### src/hw/psgPkg.sv
`default_nettype none

// ==================================================
// sound-side constants
// ==================================================
package psgPkg;

	// wave-table channels sharing the wave bus
	localparam int NumChan = 8;
	localparam int ChanIdxW = 3;

	// signed wave sample
	localparam int SampleW = 12;

	// phase accumulator, top bits select the sample within the wave
	localparam int PhaseW = 24;
	localparam int FreqW = 16;

	// sample width plus three bits of headroom for eight channels
	localparam int MixW = 15;

endpackage

`default_nettype wire

### src/hw/psgMixer.sv
`default_nettype none

// sums the samples of the enabled channels
module psgMixer import psgPkg::*; (
	input  logic                       clk,
	input  logic                       rst,
	input  logic [NumChan*SampleW-1:0] samples,
	input  logic [NumChan-1:0]         en,
	output logic [MixW-1:0]            mixOut
);

	logic signed [MixW-1:0] sum;

	// signed add with sign extension, disabled channels add nothing
	always_comb begin
		sum = '0;
		for (int i = 0; i < NumChan; i++) begin
			if (en[i]) begin
				sum = sum + MixW'($signed(samples[i*SampleW +: SampleW]));
			end
		end
	end

	always_ff @(posedge clk) begin
		if (rst) begin
			mixOut <= '0;
		end else begin
			mixOut <= sum;
		end
	end

endmodule

`default_nettype wire

### config.mk
export PLATFORM = sky130hd
export DESIGN_NAME = psgMixer
export DESIGN_NICKNAME = d
export VERILOG_FILES = /design/src/hw/psgPkg.sv /design/src/hw/psgMixer.sv
export SDC_FILE = /design/constraint.sdc
export NUM_CORES = 1
export LEC_CHECK = 0
export ABC_AREA = 1
export BUFFER_PORTS_ARGS = -buffer_cell sky130_fd_sc_hd__buf_2
export CAP_MARGIN = 20
export CORE_AREA = 4 4 139 141
export DETAILED_ROUTE_END_ITERATION = 6
export DIE_AREA = 0 0 143 145
export PLACE_DENSITY_LB_ADDON = 0.12
export SYNTH_ARGS = -nofsm -noshare
export SYNTH_HDL_FRONTEND = slang
export SYNTH_SLANG_ARGS = --single-unit
### constraint.sdc
create_clock -name clk -period 12.31 [get_ports clk]
set_clock_uncertainty 0.1 [all_clocks]
set_input_delay 0.6155 -clock clk [delete_from_list [all_inputs] [get_ports clk]]
set_output_delay 0.6155 -clock clk [all_outputs]
set_load 0.005 [all_outputs]
==> flow_metrics.tcl <==
set metrics [dict create \
    synth_compound_area_share_pct 17.5 \
    wire_per_inst_microns 13.5 \
    crit_fanout 18 \
    syn_nets 1341 \
    max_stage_delay_ns 0.37 \
    hold_buffers 0 \
    period_minus_slack_ns 9.77 \
    cts_htree_levels 1 \
    synth.most_common_cell "nand2_1" \
    hold_viol 0 \
    grt_start_max_net_pins 24 \
    dieArea_sq_um 20700 \
    async_reset_ff_share_pct 0 \
    antenna_left 0 \
    syn_area_per_cell_sq_um 5.96 \
    path_clk_slew_ns 0.05 \
    first_global_vias 7109 \
    drt-vias-per-instance 4.98 \
    synth_simple_gate_area_share_pct 42.0 \
    slowest_stage "o31ai_1" \
    hpwl_microns 17800 \
    drt-initial-drc-count 280 \
    fillers 2047 \
    netlist_instances 1133 \
    synth-xor-area-share_pct 6.36 \
    cp-end-kind "register" \
    top_regs "mixOut x15" \
    power.leakage_nw 4.34 \
    drive_gt1_share_pct 17.3 \
    synth_mux_area_share_pct 0 \
    stdcell_area_sq_um 7610 \
    tightest_slew_ns 0.747 \
    dieWidth_microns 143 \
    grt_use_total_pct 19.0 \
    drv_slew 0 \
    synthAdderAreaFrac_pct 19.6 \
    die_h_microns 145 \
    synth_warnings 0 \
    initial_core_util_pct 37.6 \
    drc 0 \
    ys.flop_type "dfxtp_1" \
    synth-edff-count 0 \
    diodes 0 \
    cp-start-kind "input port" \
    fin_nets 1447 \
    synth_top_family_by_area "simple AND/OR/NAND/NOR gates" \
    placed_cell_area_sq_um 7530 \
    fin_crit_sh_pct 79.4 \
    cp.arrival_ns 9.81 \
    yosysTopAreaCellShare_pct 17.8 \
    synth_top_area_cell "ha_1" \
    ys_types 50 \
    area_delta_synth_final_pct 12.7 \
    wirelength_microns 19900 \
    post-place-ws_ns 2.22 \
    cts_sinks 15 \
    tritoncts "built" \
    vias 7309 \
    synth-seq-cells 15 \
    core_area_sq_um 18000 \
    grt_pass1_wl_microns 33200 \
    yosysSeqAreaShare_pct 4.45 \
    largest_reg_flops 15 \
    root_buffer "clkbuf_16" \
    cts_resized 0 \
    antenna_found_initial 1 \
    power_density_nw_per_um2 148 \
    netlist_area_sq_um 6750 \
    synth_area_leaders "ha_1 (18%), nand2_1 (17%), nand3_1 (8.2%)" \
    rows 49 \
    setup_ws_ns 2.54 \
    grt_overflow 0 \
    regMostFlops "mixOut" \
    cp_data_required_time_ns 12.35 \
    finalSetupTns_ns 0 \
    io_pins 121 \
    first_pass_iters 4 \
    rsz0062_at_grt "no" \
    slew_headroom_pct 50.2 \
    numCtsBuffers 3 \
    finalSetupViolCount 0 \
    maxCapViolCount 0 \
    status "finished, final reports clean" \
    path_common_cell "nand2_1" \
    max_freq_ghz 0.102 \
    cts_setup_buffers 0 \
    vdd_drop_max_mv 0.0908 \
    critPathKind "input port to register" \
    clock_path_buffers 2 \
    place_congestion 0.909 \
    port_buffers 120 \
    hold_path.class "input port to register" \
    synth_common_cells "nand2_1 (303), inv_1 (145), nand3_1 (111), ha_1 (96), a21oi_1 (86)" \
]
==> final cells by class <==
class                   instances  area (sq um)  share of cell area [%]
well taps                     229           287                    3.77
repair buffers                120           601                    7.90
multi-input cells             946          5760                    75.8
inverters                     153           574                    7.55
flip-flops and latches         15           300                    3.95
clock buffers                   3          75.1                   0.987
clock inverters                 1          5.00                  0.0658
==> per-layer routing <==
| metal | share of wire [%] | vias to the layer above | global-route usage [%] | routed length (microns) |
|---|---|---|---|---|
| li1 | - | 3976 | - | - |
| met3 | 4.0 | 38 | 2.04 | 804 |
| met1 | 45 | 3153 | 24.1 | 8900 |
| met4 | 3.0 | 2 | 4.99 | 588 |
| met2 | 48 | 140 | 34.1 | 9570 |
| met5 | 0.035 | - | 0 | 7 |
==> layout by cell type, fill, tap and decap left out, types with 14 or more instances in the layout <==
cell       n
buf_2    120
nand2_2   14
xnor2_1   20
xor2_1    29
a21oi_1   86
o21ai_0   42
nand2_1  303
inv_1    145
and2_1    17
ha_1      96
nand3_2   28
dfxtp_1   15
nor2_1    67
nand4_1   15
nand3_1  111
==> stage by stage <==
step                utilization (%)  total power [mW]  hold WS, ns  std cells
floorplan                         -             0.852        0.627       1133
global placement               41.9              1.07        0.849       1463
detailed placement             41.9              1.06        0.858       1463
CTS                            42.3              1.13        0.601       1467
global route                   42.3              1.29        0.614       1467
finish                         42.3              1.13        0.605       1467
==> power breakdown <==
part           switching, mW  leakage [nW]  internal, mW
logic                  0.594          4.18         0.399
registers            0.00330         0.125        0.0665
clock network         0.0204        0.0409        0.0434
==> kinds of logic after synthesis <==
group                      after synthesis
AOI/OAI and AO/OA                      199
and+or+nand+nor                        596
buffers and inverters                  172
xor gates and xnor gates                49
adders and majority gates              102
DFF                                     15
==> critical path, delay by kind of cell <==
family / cells / cell delay [ns]
and+or+nand+nor: 23 / 2.42
buffers and inverters: 6 / 0.61
xor gates and xnor gates: 6 / 1.02
adders and majority gates: 8 / 2.39
AOI/OAI and AO/OA: 15 / 2.76
==> worst paths after layout <==
check | startpoint | end | slack [ns] | depth (start not counted)
max | en[0] | mixOut[14] | 2.54 | 58
min | rst | mixOut[13] | 0.61 | 4
No activity file was read; power rests on OpenSTA's default activity.
