--- config.mk ---
export PLATFORM = sky130hd
export DESIGN_NAME = psgBusArb
export DESIGN_NICKNAME = d
export VERILOG_FILES = /design/src/hw/psgPkg.sv /design/src/hw/psgBusArb.sv
export SDC_FILE = /design/constraint.sdc
export NUM_CORES = 1
export LEC_CHECK = 0
export BUFFER_PORTS_ARGS = -buffer_cell sky130_fd_sc_hd__buf_4
export CAP_MARGIN = 10
export CELL_PAD_IN_SITES_DETAIL_PLACEMENT = 1
export CELL_PAD_IN_SITES_GLOBAL_PLACEMENT = 2
export CORE_MARGIN = 2
export CORE_UTILIZATION = 26
export CTS_BUF_LIST = sky130_fd_sc_hd__clkbuf_8
export CTS_CLUSTER_SIZE = 16
export DETAILED_ROUTE_END_ITERATION = 6
export PLACE_DENSITY_LB_ADDON = 0.1
export SYNTH_ARGS = -nofsm -noshare
export SYNTH_HDL_FRONTEND = slang
export SYNTH_SLANG_ARGS = --single-unit
--- constraint.sdc ---
create_clock -name clk -period 1.5 [get_ports clk]
set_input_delay 0.075 -clock clk [delete_from_list [all_inputs] [get_ports clk]]
set_output_delay 0.075 -clock clk [all_outputs]
set_load 0.01 [all_outputs]
--- src/hw/psgPkg.sv ---
`default_nettype none

// ==================================================
// sound-side constants
// ==================================================
package psgPkg;

	// wave-table channels sharing the wave bus
	localparam int NumChan = 8;
	localparam int ChanIdxW = 3;

	// signed wave sample
	localparam int SampleW = 12;

	// phase accumulator, top bits select the sample within the wave
	localparam int PhaseW = 24;
	localparam int FreqW = 16;

	// sample width plus three bits of headroom for eight channels
	localparam int MixW = 15;

endpackage

`default_nettype wire

--- src/hw/psgBusArb.sv ---
`default_nettype none

// fixed-priority arbiter for the wave bus, lowest index wins
module psgBusArb import psgPkg::*; (
	input  logic                clk,
	input  logic                rst,
	input  logic                ce,
	input  logic                ack,
	input  logic [NumChan-1:0]  req,
	output logic [NumChan-1:0]  sel,
	output logic [ChanIdxW-1:0] seln
);

	logic [ChanIdxW-1:0] pickIdx;
	logic                anyReq;
	logic                decide;

	assign anyReq = |req;

	// the owner may only change on an enabled edge with the bus free
	assign decide = ce && ack && anyReq;

	// ==================================================
	// priority encoder
	// ==================================================
	// scanning downward leaves the lowest requester in pickIdx
	always_comb begin
		pickIdx = '0;
		for (int i = NumChan - 1; i >= 0; i--) begin
			if (req[i]) begin
				pickIdx = ChanIdxW'(i);
			end
		end
	end

	// ==================================================
	// grant register
	// ==================================================
	always_ff @(posedge clk) begin
		if (rst) begin
			sel <= '0;
			seln <= '0;
		end else if (decide) begin
			sel <= NumChan'(1) << pickIdx;
			seln <= pickIdx;
		end
		// no request keeps the last owner parked on the bus
	end

endmodule

`default_nettype wire

==> results.md, run 1 <==
- Total wire length: 1320 um
- Synthesized flop and latch total: 11
- Most frequent cell after synthesis: dfxtp_1
- CTS max path bufs: 2
- Clk Latency, worst-skew pair: 240 ps
- Required arrival time at the worst endpoint: 1680 ps
- Grt ovf: 0
- Detail Route Antenna Nets: 0
- WL/cell: 12.8 um
- Initial Utilization: 28.2%
- DR vias/cell: 4.87
- Crit path max fanout: 8
- Critical path class: in -> reg
- Cells after Synth: 49
- Largest net degree at the start of global routing: 9
- Initial antenna violation count: 0
- Std-Cell Rows: 15
- Reg-to-reg critical path endpoint: seln[2]$_SDFFE_PP0P_
- Tcrit/Tclk final: 76.6%
- Post-synth EDFFs: 0
- Power per standard cell area: 911 nW/um2
- Met3 Usage GRT: 5.66%
- Core area: 1750 um2
- Top post-synthesis cells by area: dfxtp_1 45%, a32o_1 6.1%, o2bb2ai_1 5.3%
- Leakage: 0.325 nW
- Critical path launch point type: input port
- Setup violations, final: 0
- Post-CTS sizing: 0
- Post-synth top cells: 11 x dfxtp_1, 6 x nor2_1, 4 x nand2_1
- Clk sinks: 11
- Dominant cell type by area after synthesis: dfxtp_1
- Maximum VDD drop: 0.584 mV
- Share of layout cells above drive strength 1: 43.6%
- Hpwl dp: 1010 um
- Post-CTS Setup Inserts: 0
- R2R depth: 2
- Slew of the pin with the lowest slew margin: 346 ps
- Max Clock Freq: 0.871 GHz
- Post-synth cell types: 22
- Hold WC Path Type: in -> reg
- Sequential Area: 220 um2
- Vias in the first global route: 503
- Syn avg cell area: 10.0 um2
- Synth Cell Area: 492 um2
- Max_cap viols: 0
- Max H-tree Level: 1
- Synthesis-to-finish area growth: 53.7%
- Non-filler cells, final: 103
- Total Die Area: 2260 um2
- Ports: 23
- PnR Total Power: 0.000689 W
- Fill cell count: 216
- First-pass GRT wire length: 2160 um
- Ys flop type: dfxtp_1
- Area share of the largest cell type after synthesis: 44.8%
- Placed Area: 711 um2
- # placed instances: 99
- Post-synth ARST share: 0%
- Gpl congestion: 0.692
- Met2 Track Usage GR: 24.6%
- Starting DRT DRC Count: 5
- Slew headroom: 76.8%
- DR vias: 502
- Layout Nets: 91
- WHS Endpoint: seln[2]$_SDFFE_PP0P_
- Cts-stage hold buffer count: 0
- CP Capture Type: register
- Die H: 47.5 um
- Synthesized Nets: 61
- IO Port Bufs: 22
- Slew Viols, Final: 0
- GR Layer Usage met1: 15.7%
- Post-synthesis sequential area ratio: 44.8%
- Die extent in x: 47.5 um
- Crit-path slowest cell: or4_4
- Clock Root Buffer: clkbuf_8
- Pre-antenna DRT Iters: 4
- Setup Total Neg Slack: 0 ps
- Outcome: finished clean
- Busiest layer in global routing: met2
- R2R Setup Slk: 780 ps
- Fin crit period: 1150 ps
- WHS Path Cells: 2
- Slowest cell delay on critical path: 560 ps
- RSZ-0062 raised after global routing: false
- Area of the multi-input gates: 260 um2
- CTS tree: done
- Synth warn: 0
- Skew final: 0 ps
- DRC Markers: 0
- Diode count: 0
- Hold path startpoint: ack
- Worst-path cell chain: buf_4 -> or4_4 -> o21ba_4 -> nor2_8 -> a22o_2
- Clock-pin slew on the worst setup and hold paths: 50 ps
- Worst path arrival time: 1330 ps
- Num CTS Buffers: 3
- Fin area: 756 um2
- Total GRT Usage: 14.0%
- Endpoints failing hold: 0
- R2R Path Start: seln[2]$_SDFFE_PP0P_
per-layer routing:
metal | routed length (um) | up-vias
met5 | 0 | -
met4 | 0 | 0
met3 | 82 | 0
met2 | 702 | 11
met1 | 535 | 243
li1 | - | 248
registers in the layout (all words and copies together) (netlist names):
signal,count
sel,8
seln,3
cell usage in the layout (no fill, tap or decap):
| cell | Yosys | layout |
|---|---|---|
| buf_4 | 0 | 25 |
| dfxtp_1 | 11 | 11 |
| nor2_1 | 6 | 6 |
| nand2_1 | 4 | 4 |
| inv_1 | 3 | 4 |
| o2bb2ai_1 | 3 | 3 |
| a32o_1 | 3 | 3 |
| clkbuf_8 | 0 | 3 |
| or4_4 | 2 | 2 |
| nor3_1 | 2 | 2 |
| a21oi_1 | 2 | 2 |
| o21ba_4 | 1 | 1 |
| nor2_8 | 1 | 1 |
| nor3_2 | 1 | 1 |
| o21ai_0 | 1 | 1 |
| nand2b_1 | 1 | 1 |
| a221oi_1 | 1 | 1 |
| a31oi_1 | 1 | 1 |
| a311oi_1 | 1 | 1 |
| a22o_2 | 1 | 1 |
| a22o_1 | 1 | 1 |
| o21bai_1 | 1 | 1 |
| o311ai_0 | 1 | 1 |
| o211ai_1 | 1 | 1 |
report_power, final:
part           total (W)  switching (W)  leakage (nW)  internal, W
logic           0.000100      0.0000500         0.209    0.0000502
clock network   0.000286       0.000106        0.0269     0.000179
registers       0.000303     0.00000331        0.0891     0.000300
stage by stage:
| step | hold slack, ps | util, % | setup slack (ps) |
|---|---|---|---|
| global route | 72.2 | 43.3 | 295 |
| finish | 56.2 | 43.3 | 352 |
| floorplan | 144 | - | 303 |
| global placement | 299 | 40.7 | 110 |
| detailed placement | 304 | 40.7 | 107 |
| CTS | 52.1 | 43.3 | 347 |
kinds of logic (layout without fill, tap and decap cells):
kind of cell	Yosys count	in the layout	share of synthesized area, %
buffers and inverters	3	32	2.29
flip-flops	11	11	44.8
AO/OA/AOI/OAI	18	18	31.3
AND/OR/NAND/NOR	17	17	21.6
worst max-delay path by stage:
stage            from                    to  slack (ps)
2_1_floorplan  req[3]  seln[1]$_SDFFE_PP0P_         300
3_3_place_gp   req[3]  seln[1]$_SDFFE_PP0P_         110
3_5_place_dp   req[3]   sel[1]$_SDFFE_PP0P_         110
4_1_cts        req[3]   sel[1]$_SDFFE_PP0P_         350
5_1_grt        req[3]   sel[4]$_SDFFE_PP0P_         290
6_report       req[3]   sel[1]$_SDFFE_PP0P_         350
area by class of cell:
cell class	instances	area share, %
well taps	25	4.14
flip-flops and latches	11	29.1
multi-input cells	35	34.4
inverters	3	1.49
clock buffers	3	5.46
repair buffers	25	24.8
clock inverters	1	0.497
worst max-delay path: cells and delay by family:
family | cells | cell delay, ps
simple gates | 2 | 700
compound gates | 2 | 430
buf+inv | 1 | 120
Power figures use the tool's default switching activity.
==> run 2: changes to the inputs <==
--- a/config.mk
+++ b/config.mk
@@ -5,6 +5,7 @@
 export SDC_FILE = /design/constraint.sdc
 export NUM_CORES = 1
 export LEC_CHECK = 0
+export ABC_AREA = 1
 export BUFFER_PORTS_ARGS = -buffer_cell sky130_fd_sc_hd__buf_4
 export CAP_MARGIN = 10
 export CELL_PAD_IN_SITES_DETAIL_PLACEMENT = 1
==> constraint.sdc (replaced) <==
create_clock -name clk -period 1.1 [get_ports clk]
set_input_delay 0.055 -clock clk [delete_from_list [all_inputs] [get_ports clk]]
set_output_delay 0.055 -clock clk [all_outputs]
set_load 0.01 [all_outputs]
==> results.md, run 2 <==
- Outcome: finished clean
- Syn avg cell area: 7.86 um2 (-22%)
- Post-synthesis sequential area ratio: 37.8% (-6.9 points)
- Cells after Synth: 74 (+51%)
- Crit-path slowest cell: dfxtp_1
- Clock-pin slew on the worst setup and hold paths: 50 ps (about the same)
- Power per standard cell area: 1160 nW/um2 (+27%)
- Synth Area in XOR/XNOR: 0% (unchanged)
- Detail Route Antenna Nets: 0 (unchanged)
- RSZ-0062 raised after global routing: false
- Worst-path cell chain: buf_4
- Total Die Area: 2630 um2 (+17%)
- Synth warn: 0 (unchanged)
- Cts-stage hold buffer count: 0 (unchanged)
- Synthesized Nets: 86 (+41%)
- Top Registers: sel x8, seln x3
- Slew Viols, Final: 0 (unchanged)
- Post-CTS sizing: 0 (unchanged)
- Max Clock Freq: 1.30 GHz
- Largest net degree at the start of global routing: 10 (+1)
- Post-synth top cells: 11 x dfxtp_1, 11 x nand2_2, 9 x inv_1, 8 x a21oi_2, 7 x nand2_1
- Pre-antenna DRT Iters: 4 (unchanged)
- Share of layout cells above drive strength 1: 53.0% (+9.4 points)
- Max reg flops: 8 (unchanged)
- DRC Markers: 0 (unchanged)
- Post-synth ARST share: 0% (unchanged)
- Compound-Gate Fraction of Synth Area: 18.1% (-13 points)
- Critical path class: reg -> out
- Gpl congestion: 0.715 (+3.4%)
- Fin crit period: 769 ps
- Post-CTS Setup Inserts: 0 (unchanged)
- Max H-tree Level: 1 (unchanged)
- Main combinational cell family by area after synthesis: simple AND/OR/NAND/NOR gates
- Cell family with most CP delay: flip-flops
- Vias in the first global route: 575 (+14%)
- Total wire length: 1350 um (+2.3%)
- CTS max path bufs: 2 (unchanged)
- Die H: 51.3 um (+8.0%)
- CTS tree: done
- Maximum VDD drop: 0.622 mV (+6.5%)
- Synthesis-to-finish area growth: 42.8%
- Clock Root Buffer: clkbuf_8
- Core area: 2170 um2 (+24%)
- DR vias/cell: 4.36 (-11%)
- Clk Latency, worst-skew pair: 240 ps (about the same)
- Tcrit/Tclk final: 69.9%
- Std-Cell Rows: 17 (+2)
- Hold WC Path Type: in -> reg
- Area share of the largest cell type after synthesis: 37.8% (-6.9 points)
- Largest Register: sel
- Setup violations, final: 0 (unchanged)
- Starting DRT DRC Count: 3 (-2)
- Dpl ws: 71.8 ps (-35.0 ps)
- WHS: 73.7 ps (+17.5 ps)
- Post-synth cell types: 17 (-23%)
- Leakage: 0.370 nW (+14%)
- Diode count: 0 (unchanged)
- Initial antenna violation count: 0 (unchanged)
- Total GRT Usage: 13.1% (-0.89 points)
- Slew of the pin with the lowest slew margin: 202 ps (-144 ps)
- Endpoints failing hold: 0 (unchanged)
- Ports: 23 (unchanged)
- Post-synthesis mux area share: 0% (unchanged)
- Simple-gate share of the synthesized area: 35.5% (+14 points)
- WL/cell: 10.6 um (-18%)
- Max_cap viols: 0 (unchanged)
- CP Capture Type: primary output
- Critical path launch point type: register
- Clk sinks: 11 (unchanged)
- Slowest cell delay on critical path: 350 ps (-210 ps)
- Die extent in x: 51.3 um (+8.0%)
- Setup Total Neg Slack: 0 ps (unchanged)
- Layout Nets: 113 (+24%)
- Slew headroom: 86.5% (+9.7 points)
- Commonest non-fill, non-tap cell in the layout: buf_4
- First-pass GRT wire length: 2520 um (+17%)
- Worst path arrival time: 710 ps (-620 ps)
- Ys flop type: dfxtp_1
- Required arrival time at the worst endpoint: 1040 ps (-640 ps)
- Synth Area in Adders: 0% (unchanged)
- DR vias: 558 (+11%)
- Grt ovf: 0 (unchanged)
- Post-synth EDFFs: 0 (unchanged)
- Top post-synthesis cells by area: dfxtp_1 38%, a21oi_2 12%, nand2_2 12%
- Num CTS Buffers: 3 (unchanged)
- Synthesized flop and latch total: 11 (unchanged)
- Hpwl dp: 1100 um (+9.4%)
- Synth Cell Area: 582 um2 (+18%)
- Initial Utilization: 26.8% (-1.4 points)
- Commonest cells after routing, fill and taps aside: 23 x buf_4, 11 x nand2_2, 11 x dfxtp_1
- Crit path max fanout: 2 (-6)
- Dominant cell type by area after synthesis: dfxtp_1
- Skew final: 0 ps (unchanged)
- Setup ws final: 331 ps (-20.4 ps)
- IO Port Bufs: 22 (unchanged)
- CP bufs+invs: 1 (unchanged)
==> run 2: final timing paths <==
path | start | depth (start not counted) | to | slack, ps
worst min register to register | sel[6]$_SDFFE_PP0P_ | 2 | sel[6]$_SDFFE_PP0P_ | 470
worst max-delay path | sel[2]$_SDFFE_PP0P_ | 1 | sel[2] | 330
worst max register to register | seln[1]$_SDFFE_PP0P_ | 2 | seln[1]$_SDFFE_PP0P_ | 460
worst min-delay path | rst | 2 | sel[4]$_SDFFE_PP0P_ | 70
==> run 2: final cells by class <==
type                            count  area (um2)
Sequential cell                    11         220
Clock buffer                        3        41.3
Tap cell                           28        35.0
Inverter                           11        46.3
Timing Repair Buffer               23         173
Multi-Input combinational cell     51         312
Fill cell                         286        1340
Clock inverter                      1        3.75
==> run 2: through the flow <==
step	area (um2)	utilization (%)	instances	total power [W]
final	831	38.3	128	0.000961
after global placement	786	36.2	124	0.000578
after global routing	831	38.3	128	0.00102
after CTS	831	38.3	128	0.000979
after floorplan	582	-	74	0.000509
after detailed placement	786	36.2	124	0.000581
==> run 2: cells by family after synthesis <==
family                 after synthesis
buffers and inverters               12
AND/OR/NAND/NOR                     36
AO/OA/AOI/OAI                       15
flip-flops                          11
==> run 2: routing by layer <==
layer	routed length, um	up-vias	GRT usage [%]	share of wire [%]
li1	-	292	-	-
met1	632	245	15.8	47
met2	593	17	20.3	44
met3	80	4	3.80	5.9
met4	45	0	7.89	3.3
met5	0	-	0	0
==> run 2: where the power goes <==
part | switching (W) | internal, W | leakage (nW)
Combinational | 0.0000845 | 0.0000679 | 0.254
Clock | 0.000147 | 0.000245 | 0.0269
Sequential | 0.00000653 | 0.000411 | 0.0894
