**src/hw/psgPkg.sv**
```systemverilog
`default_nettype none

// ==================================================
// sound-side constants
// ==================================================
package psgPkg;

	// wave-table channels sharing the wave bus
	localparam int NumChan = 8;
	localparam int ChanIdxW = 3;

	// signed wave sample
	localparam int SampleW = 12;

	// phase accumulator, top bits select the sample within the wave
	localparam int PhaseW = 24;
	localparam int FreqW = 16;

	// sample width plus three bits of headroom for eight channels
	localparam int MixW = 15;

endpackage

`default_nettype wire

```
**src/hw/waveBusPkg.sv**
```systemverilog
`default_nettype none

// ==================================================
// wave-memory bus constants
// ==================================================
package waveBusPkg;

	localparam int WaveAddrW = 11;
	localparam int WaveDataW = 12;
	localparam int WaveDepth = 2048;

	// one wave is 256 words, the base selects which wave
	localparam int WaveIdxW = 8;
	localparam int WaveBaseW = WaveAddrW - WaveIdxW;

endpackage

`default_nettype wire

```
**src/hw/psgWaveChannel.sv**
```systemverilog
`default_nettype none

// one wave-table channel: phase stepping, fetch request and sample latch
module psgWaveChannel import psgPkg::*, waveBusPkg::*; (
	input  logic                 clk,
	input  logic                 rst,
	input  logic                 ce,
	input  logic                 regWe,
	input  logic [FreqW-1:0]     freq,
	input  logic [WaveBaseW-1:0] base,
	input  logic                 en,
	input  logic                 sel,
	input  logic                 ack,
	input  logic [SampleW-1:0]   rdData,
	output logic                 req,
	output logic [WaveAddrW-1:0] fetchAddr,
	output logic [SampleW-1:0]   sample,
	output logic                 enabled
);

	logic [FreqW-1:0]     freqR;
	logic [WaveBaseW-1:0] baseR;
	logic [PhaseW-1:0]    phase;
	logic [PhaseW-1:0]    phaseNext;
	logic                 step;
	logic                 idxChange;
	logic                 served;

	// ==================================================
	// phase accumulator
	// ==================================================
	assign phaseNext = phase + PhaseW'(freqR);
	assign step = ce && enabled;
	assign idxChange = phaseNext[PhaseW-1 -: WaveIdxW] != phase[PhaseW-1 -: WaveIdxW];

	always_ff @(posedge clk) begin
		if (rst) begin
			freqR <= '0;
			baseR <= '0;
			enabled <= 1'b0;
			phase <= '0;
		end else if (regWe) begin
			// a register write restarts the wave from its first sample
			freqR <= freq;
			baseR <= base;
			enabled <= en;
			phase <= '0;
		end else if (step) begin
			phase <= phaseNext;
		end
	end

	// address of the sample the phase currently points at
	assign fetchAddr = {baseR, phase[PhaseW-1 -: WaveIdxW]};

	// ==================================================
	// fetch request and sample latch
	// ==================================================
	// req guards the latch, ack alone is also high while the bus idles
	assign served = sel && ack && req;

	always_ff @(posedge clk) begin
		if (rst) begin
			req <= 1'b0;
		end else if (step && idxChange) begin
			// a fresh index always asks again, a pending request stays single
			req <= 1'b1;
		end else if (served) begin
			req <= 1'b0;
		end
	end

	always_ff @(posedge clk) begin
		if (rst) begin
			sample <= '0;
		end else if (served) begin
			sample <= rdData;
		end
	end

endmodule

`default_nettype wire

```
**config.mk**
```make
export PLATFORM = sky130hd
export DESIGN_NAME = psgWaveChannel
export DESIGN_NICKNAME = d
export VERILOG_FILES = /design/src/hw/psgPkg.sv /design/src/hw/waveBusPkg.sv /design/src/hw/psgWaveChannel.sv
export SDC_FILE = /design/constraint.sdc
export NUM_CORES = 1
export LEC_CHECK = 0
export BUFFER_PORTS_ARGS = -buffer_cell sky130_fd_sc_hd__buf_2
export CORE_ASPECT_RATIO = 1.25
export CORE_MARGIN = 4
export CORE_UTILIZATION = 35
export CTS_BUF_LIST = sky130_fd_sc_hd__clkbuf_8
export DETAILED_ROUTE_END_ITERATION = 6
export PLACE_DENSITY = 0.63
export RECOVER_POWER = 100
export SLEW_MARGIN = 20
export SYNTH_ARGS = -nofsm -noshare
export SYNTH_HDL_FRONTEND = slang
export SYNTH_SLANG_ARGS = --single-unit
```
**constraint.sdc**
```tcl
create_clock -name clk -period 5.4 [get_ports clk]
set_clock_uncertainty 0.15 [all_clocks]
set_input_delay 0.27 -clock clk [delete_from_list [all_inputs] [get_ports clk]]
set_output_delay 0.27 -clock clk [all_outputs]
set_load 0.02 [all_outputs]
```
==> results of run 1 <==
[kinds of logic after synthesis]
logic type	share of synthesized area
simple gates	0.207
compound gates	0.166
flops	0.393
buf+inv	0.0401
mux	0.0690
fa+ha+maj	0.0759
xor+xnor	0.0483
[power groups by stage]
stage | clock, W | sequential [W] | combinational [W]
floorplan | 0 | 0.000446 | 0.0000445
global placement | 0 | 0.000445 | 0.0000698
detailed placement | 0 | 0.000446 | 0.0000708
CTS | 0.000402 | 0.000436 | 0.0000749
global route | 0.000419 | 0.000437 | 0.0000831
finish | 0.000387 | 0.000436 | 0.0000737
[synth_stat cells, types with 3 or more instances]
library cell and number:
xnor2_1 9, xor2_1 7, ha_1 16, o211ai_1 4, nor3_1 6, a211oi_1 7
nor2_1 43, a22o_1 4, nand2_1 62, buf_1 3, o21ai_1 3, a21oi_1 33
mux2i_1 20, nand3_1 10, clkbuf_1 10, and3_1 3, buf_4 8, dfxtp_1 57
a21o_1 6, o21ai_0 5
[worst paths after layout]
check / from / depth (start not counted) / slack (ns) / end
setup reg to reg: freqR[3]$_SDFFE_PP0P_ / 8 / 2.89 / phase[17]$_SDFFE_PP0P_
hold / removal: en / 3 / 0.01 / enabled$_SDFFE_PP0P_
setup / recovery: regWe / 6 / 2.19 / phase[13]$_SDFFE_PP0P_
hold reg to reg: sample[10]$_SDFFE_PP0P_ / 2 / 0.31 / sample[10]$_SDFFE_PP0P_
[sequential cells by signal, indices dropped and copies added (netlist names)]
name / flops
phase: 24
freqR: 16
baseR: 3
enabled: 1
sample: 12
req: 1
[tightest hold or removal path, stage by stage]
cell,delay (ns)
buf_2,0.08
mux2i_1,0.05
nor2_1,0.07
[final cells by class]
type / count / area (um2) / share of cell area
multi-input cells: 267 / 1640 / 0.474
flip-flops and latches: 57 / 1140 / 0.330
repair buffers: 69 / 348 / 0.101
clock buffers: 13 / 179 / 0.0518
well taps: 95 / 119 / 0.0344
clock inverters: 3 / 22.5 / 0.00652
inverters: 2 / 7.51 / 0.00217
[per-stage QoR]
| stage | instances | worst slack (ns) | util | hold slack (ns) |
|---|---|---|---|---|
| 2_1_floorplan | 347 | 3.10 | - | 0.256 |
| 3_3_place_gp | 483 | 3.00 | 0.406 | 0.288 |
| 3_5_place_dp | 483 | 2.97 | 0.406 | 0.296 |
| 4_1_cts | 506 | 2.94 | 0.440 | 0.00135 |
| 5_1_grt | 506 | 1.92 | 0.436 | 0.00788 |
| 6_report | 506 | 2.19 | 0.436 | 0.0143 |
[cells in the final DEF, fill, tap and decap left out, types with 3 or more instances in the layout]
cell,count
clkbuf_8,13
a21o_1,6
o21ai_0,5
a21oi_1,34
nand3_1,10
and3_1,3
o21ai_1,3
o211ai_1,4
dlygate4sd3_1,7
mux2i_1,20
xnor2_1,9
a211oi_1,7
xor2_1,7
nand2_1,62
dfxtp_1,57
a22o_1,4
nor2_1,43
nor3_1,6
ha_1,16
clkbuf_1,26
buf_2,36
clkinvlp_4,3
[repair_timing]
action | in CTS | in global routing
buffers inserted | 0 | 0
endpoints found under the hold margin | 7 | 0
hold buffers | 7 | 0
[metal layers]
metal | track usage | up-vias | share of wire
met2 | 0.237 | 62 | 0.49
met3 | 0.0510 | 10 | 0.058
met1 | 0.165 | 1161 | 0.44
met5 | 0 | - | 0
li1 | - | 1322 | -
met4 | 0.0511 | 0 | 0.014
==> impl_metrics.yaml, run 1 <==
yosys:
  ys_types: 45
  synth.largest_area_cell: "dfxtp_1"
  synthArstFlopShare: 0
  synth_seq_cells: 57
  synth_nets: 402
  syn_area_um2: 2900
  yosysTopAreaCellShare: 0.393
  synthFlopType: "dfxtp_1"
  synth_edf_count: 0
  syn_area_per_cell_um2: 8.36
  synth_area_leaders: "dfxtp_1 39%, nand2_1 8.0%, ha_1 6.9%"
  yosysSeqAreaShare: 0.393
  synth_cells: 347
  yosys_warnings: 0
clocking:
  clkSinkCount: 57
  clkTransAtPathRegs_ns: 0.06
  cts_root_buf: "clkbuf_8"
  cts_tree: "yes"
  clkLatencyLatePin_ns: 0.34
  clk_path_buf_depth: 2
  h-tree-depth: 3
  cts-resized-gates: 0
  cts_buffers: 9
critical_path:
  crit_path_frequent_cell: "nor2_1"
  crit_type: "input port to flop"
  cp_num_buf_inv: 1
  crit_family: "simple AND/OR/NAND/NOR gates"
  crit_fanout: 22
  worstPathCellList: "clkbuf_1, or2_0, nor2_1, nand2_1, nor2_1, a221o_1"
  cp_slowest_cell: "clkbuf_1"
  cp.required_ns: 5.48
  max_stage_delay_ns: 1.16
  startpoint_type: "input port"
  crit_arrival_ns: 3.29
  end_kind: "flop"
global_routing:
  grt_pass1_vias: 2420
  grt_max_degree: 36
  grt_remaining_overflow: 0
  antenna_found_initial: 0
  grt_pass1_wl_um: 10800
  grt_usage: 0.142
sta:
  tns_ns: 0
  worst_pin_slew_ns: 1.65
  rsz0062_at_grt: "false"
  timing.fmax_mhz: 312
  timing.final.crit_share: 0.594
  setup_viol: 0
  hold_viol: 0
  report.final.slew_viol_count: 23
  maxSlewHeadroom: -0.0972
  final.min_clock_period_ns: 3.21
route:
  antenna_left: 0
  firstDrtPassIters: 4
  viasPerCell: 5.05
  dr_total_vias: 2555
  wirelength_um: 6600
  wl_per_cell_um: 13.0
  drcViolationCount: 0
  drt_iter0_drc: 131
power:
  internal_power_w: 0.000680
  irDropWorstVdd_uv: 126
  p_leak_nw: 1.47
  power.density_nw_per_um2: 260
  p_sw_frac: 0.242
  total_power_w: 0.000897
  p_clk_frac: 0.431
  netSwitchingPower_w: 0.000217
  p_seq_frac: 0.486
  pwr-share-comb: 0.082
cells_and_area:
  antennaDiodeCount: 0
  finalNetCount: 461
  areaGrowthSynthToFinish_pct: 19.2
  drive_above_1_share: 0.136
  fin_area_um2: 3460
  fillers: 817
place:
  place.gp.congestion: 0.859
  place_hpwl_um: 4780
  placed_area_um2: 3220
  io_buffers: 62
floorplanning:
  row_count: 36
  die_y_um: 110
  ioPinCount: 63
  die_x_um: 89.4
  core-area_um2: 7930
  initial_core_util: 0.366
  die_area_um2: 9820
job:
  maxCapViolCount: 1
run_status:
  outcome: "finished, violations left"
  violations: "capacitance limit, slew limit"
min_path:
  hp-class: "input port to flop"
No activity file was read; power rests on OpenSTA's default activity.
==> run 2, diff against run 1 <==
- PLACE_DENSITY: 0.63 -> 0.66
- clock period: 5.4 -> 2.66 ns (I/O delays scaled with it)
==> run 2 against run 1 <==
  * The run now ends clean
  * Global-route usage up 1.2 points
  * Wire length grew 7.6%
  * Clock-buffer cell count fell by 1
  * Sequential power rose by 100%
  * Critical endpoint is now phase[17]$_SDFFE_PP0P_
==> impl_metrics.yaml, run 2 (synthesized netlist as in run 1, its figures left out) <==
place:
  dp_cells: 486
  io_buffers: 62
  place_hpwl_um: 4840
  post-place-ws_ns: 0.220
  place.gp.congestion: 0.833
global_routing:
  grt_usage: 0.154
  antenna_found_initial: 0
  grt_pass1_vias: 2630
  grt_pass1_wl_um: 11900
  grt_max_degree: 35
  grt_remaining_overflow: 0
sta:
  final.min_clock_period_ns: 2.50
  timing.final.crit_share: 0.940
  hold_viol: 0
  timing.fmax_mhz: 400
  worst_pin_slew_ns: 0.571
  report.final.slew_viol_count: 0
  rsz0062_at_grt: "false"
  tns_ns: 0
  maxSlewHeadroom: 0.610
  setup_viol: 0
  setup_slack_ns: 0.159
route:
  dr_wl_met2_um: 3490
  drcViolationCount: 0
  highest_layer: "met4"
  drt_iter0_drc: 119
  wl_per_cell_um: 13.2
  viasPerCell: 5.06
  dr_total_vias: 2714
  wl_met3_um: 412
  antenna_left: 0
  firstDrtPassIters: 4
  wirelength_um: 7100
  m1WireLength_um: 3090
power:
  p_clk_frac: 0.496
  total_power_w: 0.00212
  pwr-share-comb: 0.087
  p_leak_nw: 1.64
  netSwitchingPower_w: 0.000453
  internal_power_w: 0.00167
  p_seq_frac: 0.417
  p_sw_frac: 0.214
  power.density_nw_per_um2: 557
  irDropWorstVdd_uv: 398
clocking:
  cts_tree: "yes"
  clk_path_buf_depth: 2
  clkSinkCount: 57
  cts_buffers: 9
  h-tree-depth: 3
  clkLatencyLatePin_ns: 0.34
  clkTransAtPathRegs_ns: 0.06
  cts_root_buf: "clkbuf_8"
floorplanning:
  die_y_um: 110
  die_area_um2: 9820
  die_x_um: 89.4
  row_count: 36
  ioPinCount: 63
  core-area_um2: 7930
  initial_core_util: 0.366
critical_path:
  rrSetupSlack_ns: 0.16
  r2r_start: "freqR[3]$_SDFFE_PP0P_"
  crit_fanout: 6
  cp.required_ns: 2.75
  startpoint_type: "flop"
  end_kind: "flop"
  rr_endpoint: "phase[17]$_SDFFE_PP0P_"
  crit_arrival_ns: 2.59
  rr_worst_depth: 8
  crit_type: "flop to flop"
cells_and_area:
  layout_commonest_cell: "nand2_1"
  largestRegisters: "phase: 24 flops, freqR: 16 flops, sample: 12 flops"
  final_cell_mix: "62 x nand2_1, 57 x dfxtp_1, 43 x nor2_1"
  drive_above_1_share: 0.136
  final_cell_count_no_fill: 536
  finalNetCount: 491
  regMostFlops: "phase"
  largest_register_ffs: 24
  areaGrowthSynthToFinish_pct: 31.4
  antennaDiodeCount: 0
min_path:
  hp-class: "input port to flop"
  hp-start: "rst"
  min_to: "freqR[13]$_SDFFE_PP0P_"
  min_path_cells: 3
job:
  maxCapViolCount: 0
run_status:
  outcome: "completed"
==> run 2: changes by cell type in the layout (fill, tap and decap cells not counted), sizes merged <==
cell | before | now
buf | 36 | 39
bufinv | 0 | 3
clkbuf | 39 | 38
clkinvlp | 3 | 1
dlygate4sd3 | 7 | 34
==> run 2: power by group through the flow <==
stage               Sequential [W]  Combinational [W]  Clock (W)
finish                    0.000885           0.000185    0.00105
global route              0.000887           0.000206    0.00112
CTS                       0.000885           0.000187    0.00108
detailed placement        0.000905           0.000147          0
global placement          0.000904           0.000145          0
floorplan                 0.000906          0.0000904          0
==> run 2: through the flow <==
step | hold WS [ns] | utilization | area (um2)
after CTS | 0.161 | 0.485 | 3850
after floorplan | 0.119 | - | 2900
after detailed placement | 0.226 | 0.409 | 3240
after global routing | 0.192 | 0.481 | 3810
after global placement | 0.217 | 0.409 | 3240
final | 0.164 | 0.481 | 3810
==> run 2: worst max path at each step <==
stage / to / slack [ns] / startpoint
after CTS: phase[12]$_SDFFE_PP0P_ / 0.18 / freqR[0]$_SDFFE_PP0P_
after floorplan: phase[17]$_SDFFE_PP0P_ / 0.36 / freqR[3]$_SDFFE_PP0P_
after global placement: phase[17]$_SDFFE_PP0P_ / 0.26 / freqR[3]$_SDFFE_PP0P_
final: phase[17]$_SDFFE_PP0P_ / 0.16 / freqR[3]$_SDFFE_PP0P_
after global routing: phase[12]$_SDFFE_PP0P_ / 0.01 / freqR[7]$_SDFFE_PP0P_
after detailed placement: phase[12]$_SDFFE_PP0P_ / 0.22 / freqR[0]$_SDFFE_PP0P_
==> run 2: per-layer routing <==
| layer | vias up | GRT usage |
|---|---|---|
| met1 | 1248 | 0.176 |
| met4 | 0 | 0.0660 |
| met5 | - | 0 |
| li1 | 1379 | - |
| met2 | 73 | 0.270 |
| met3 | 14 | 0.0360 |
==> run 2: repair_timing <==
action	CTS	global route
hold endpoints to repair	33	0
hold buffers	34	0
resized for setup	0	0
buffers inserted	0	0
==> run 2: cell type report <==
class	instances	area, um2
Fill cell	784	4120
Multi-Input combinational cell	267	1640
Sequential cell	57	1140
Timing Repair Buffer	99	641
Clock buffer	12	165
Tap cell	95	119
Clock inverter	4	97.6
Inverter	2	7.51
==> run 2: critical path, cell delays in order (launching register included) <==
cell,delay (ns)
dfxtp_1,0.32
ha_1,0.36
a21o_1,0.20
a21oi_1,0.22
a2111o_1,0.19
nand2_2,0.09
a221o_2,0.40
a211o_1,0.29
and3_1,0.17
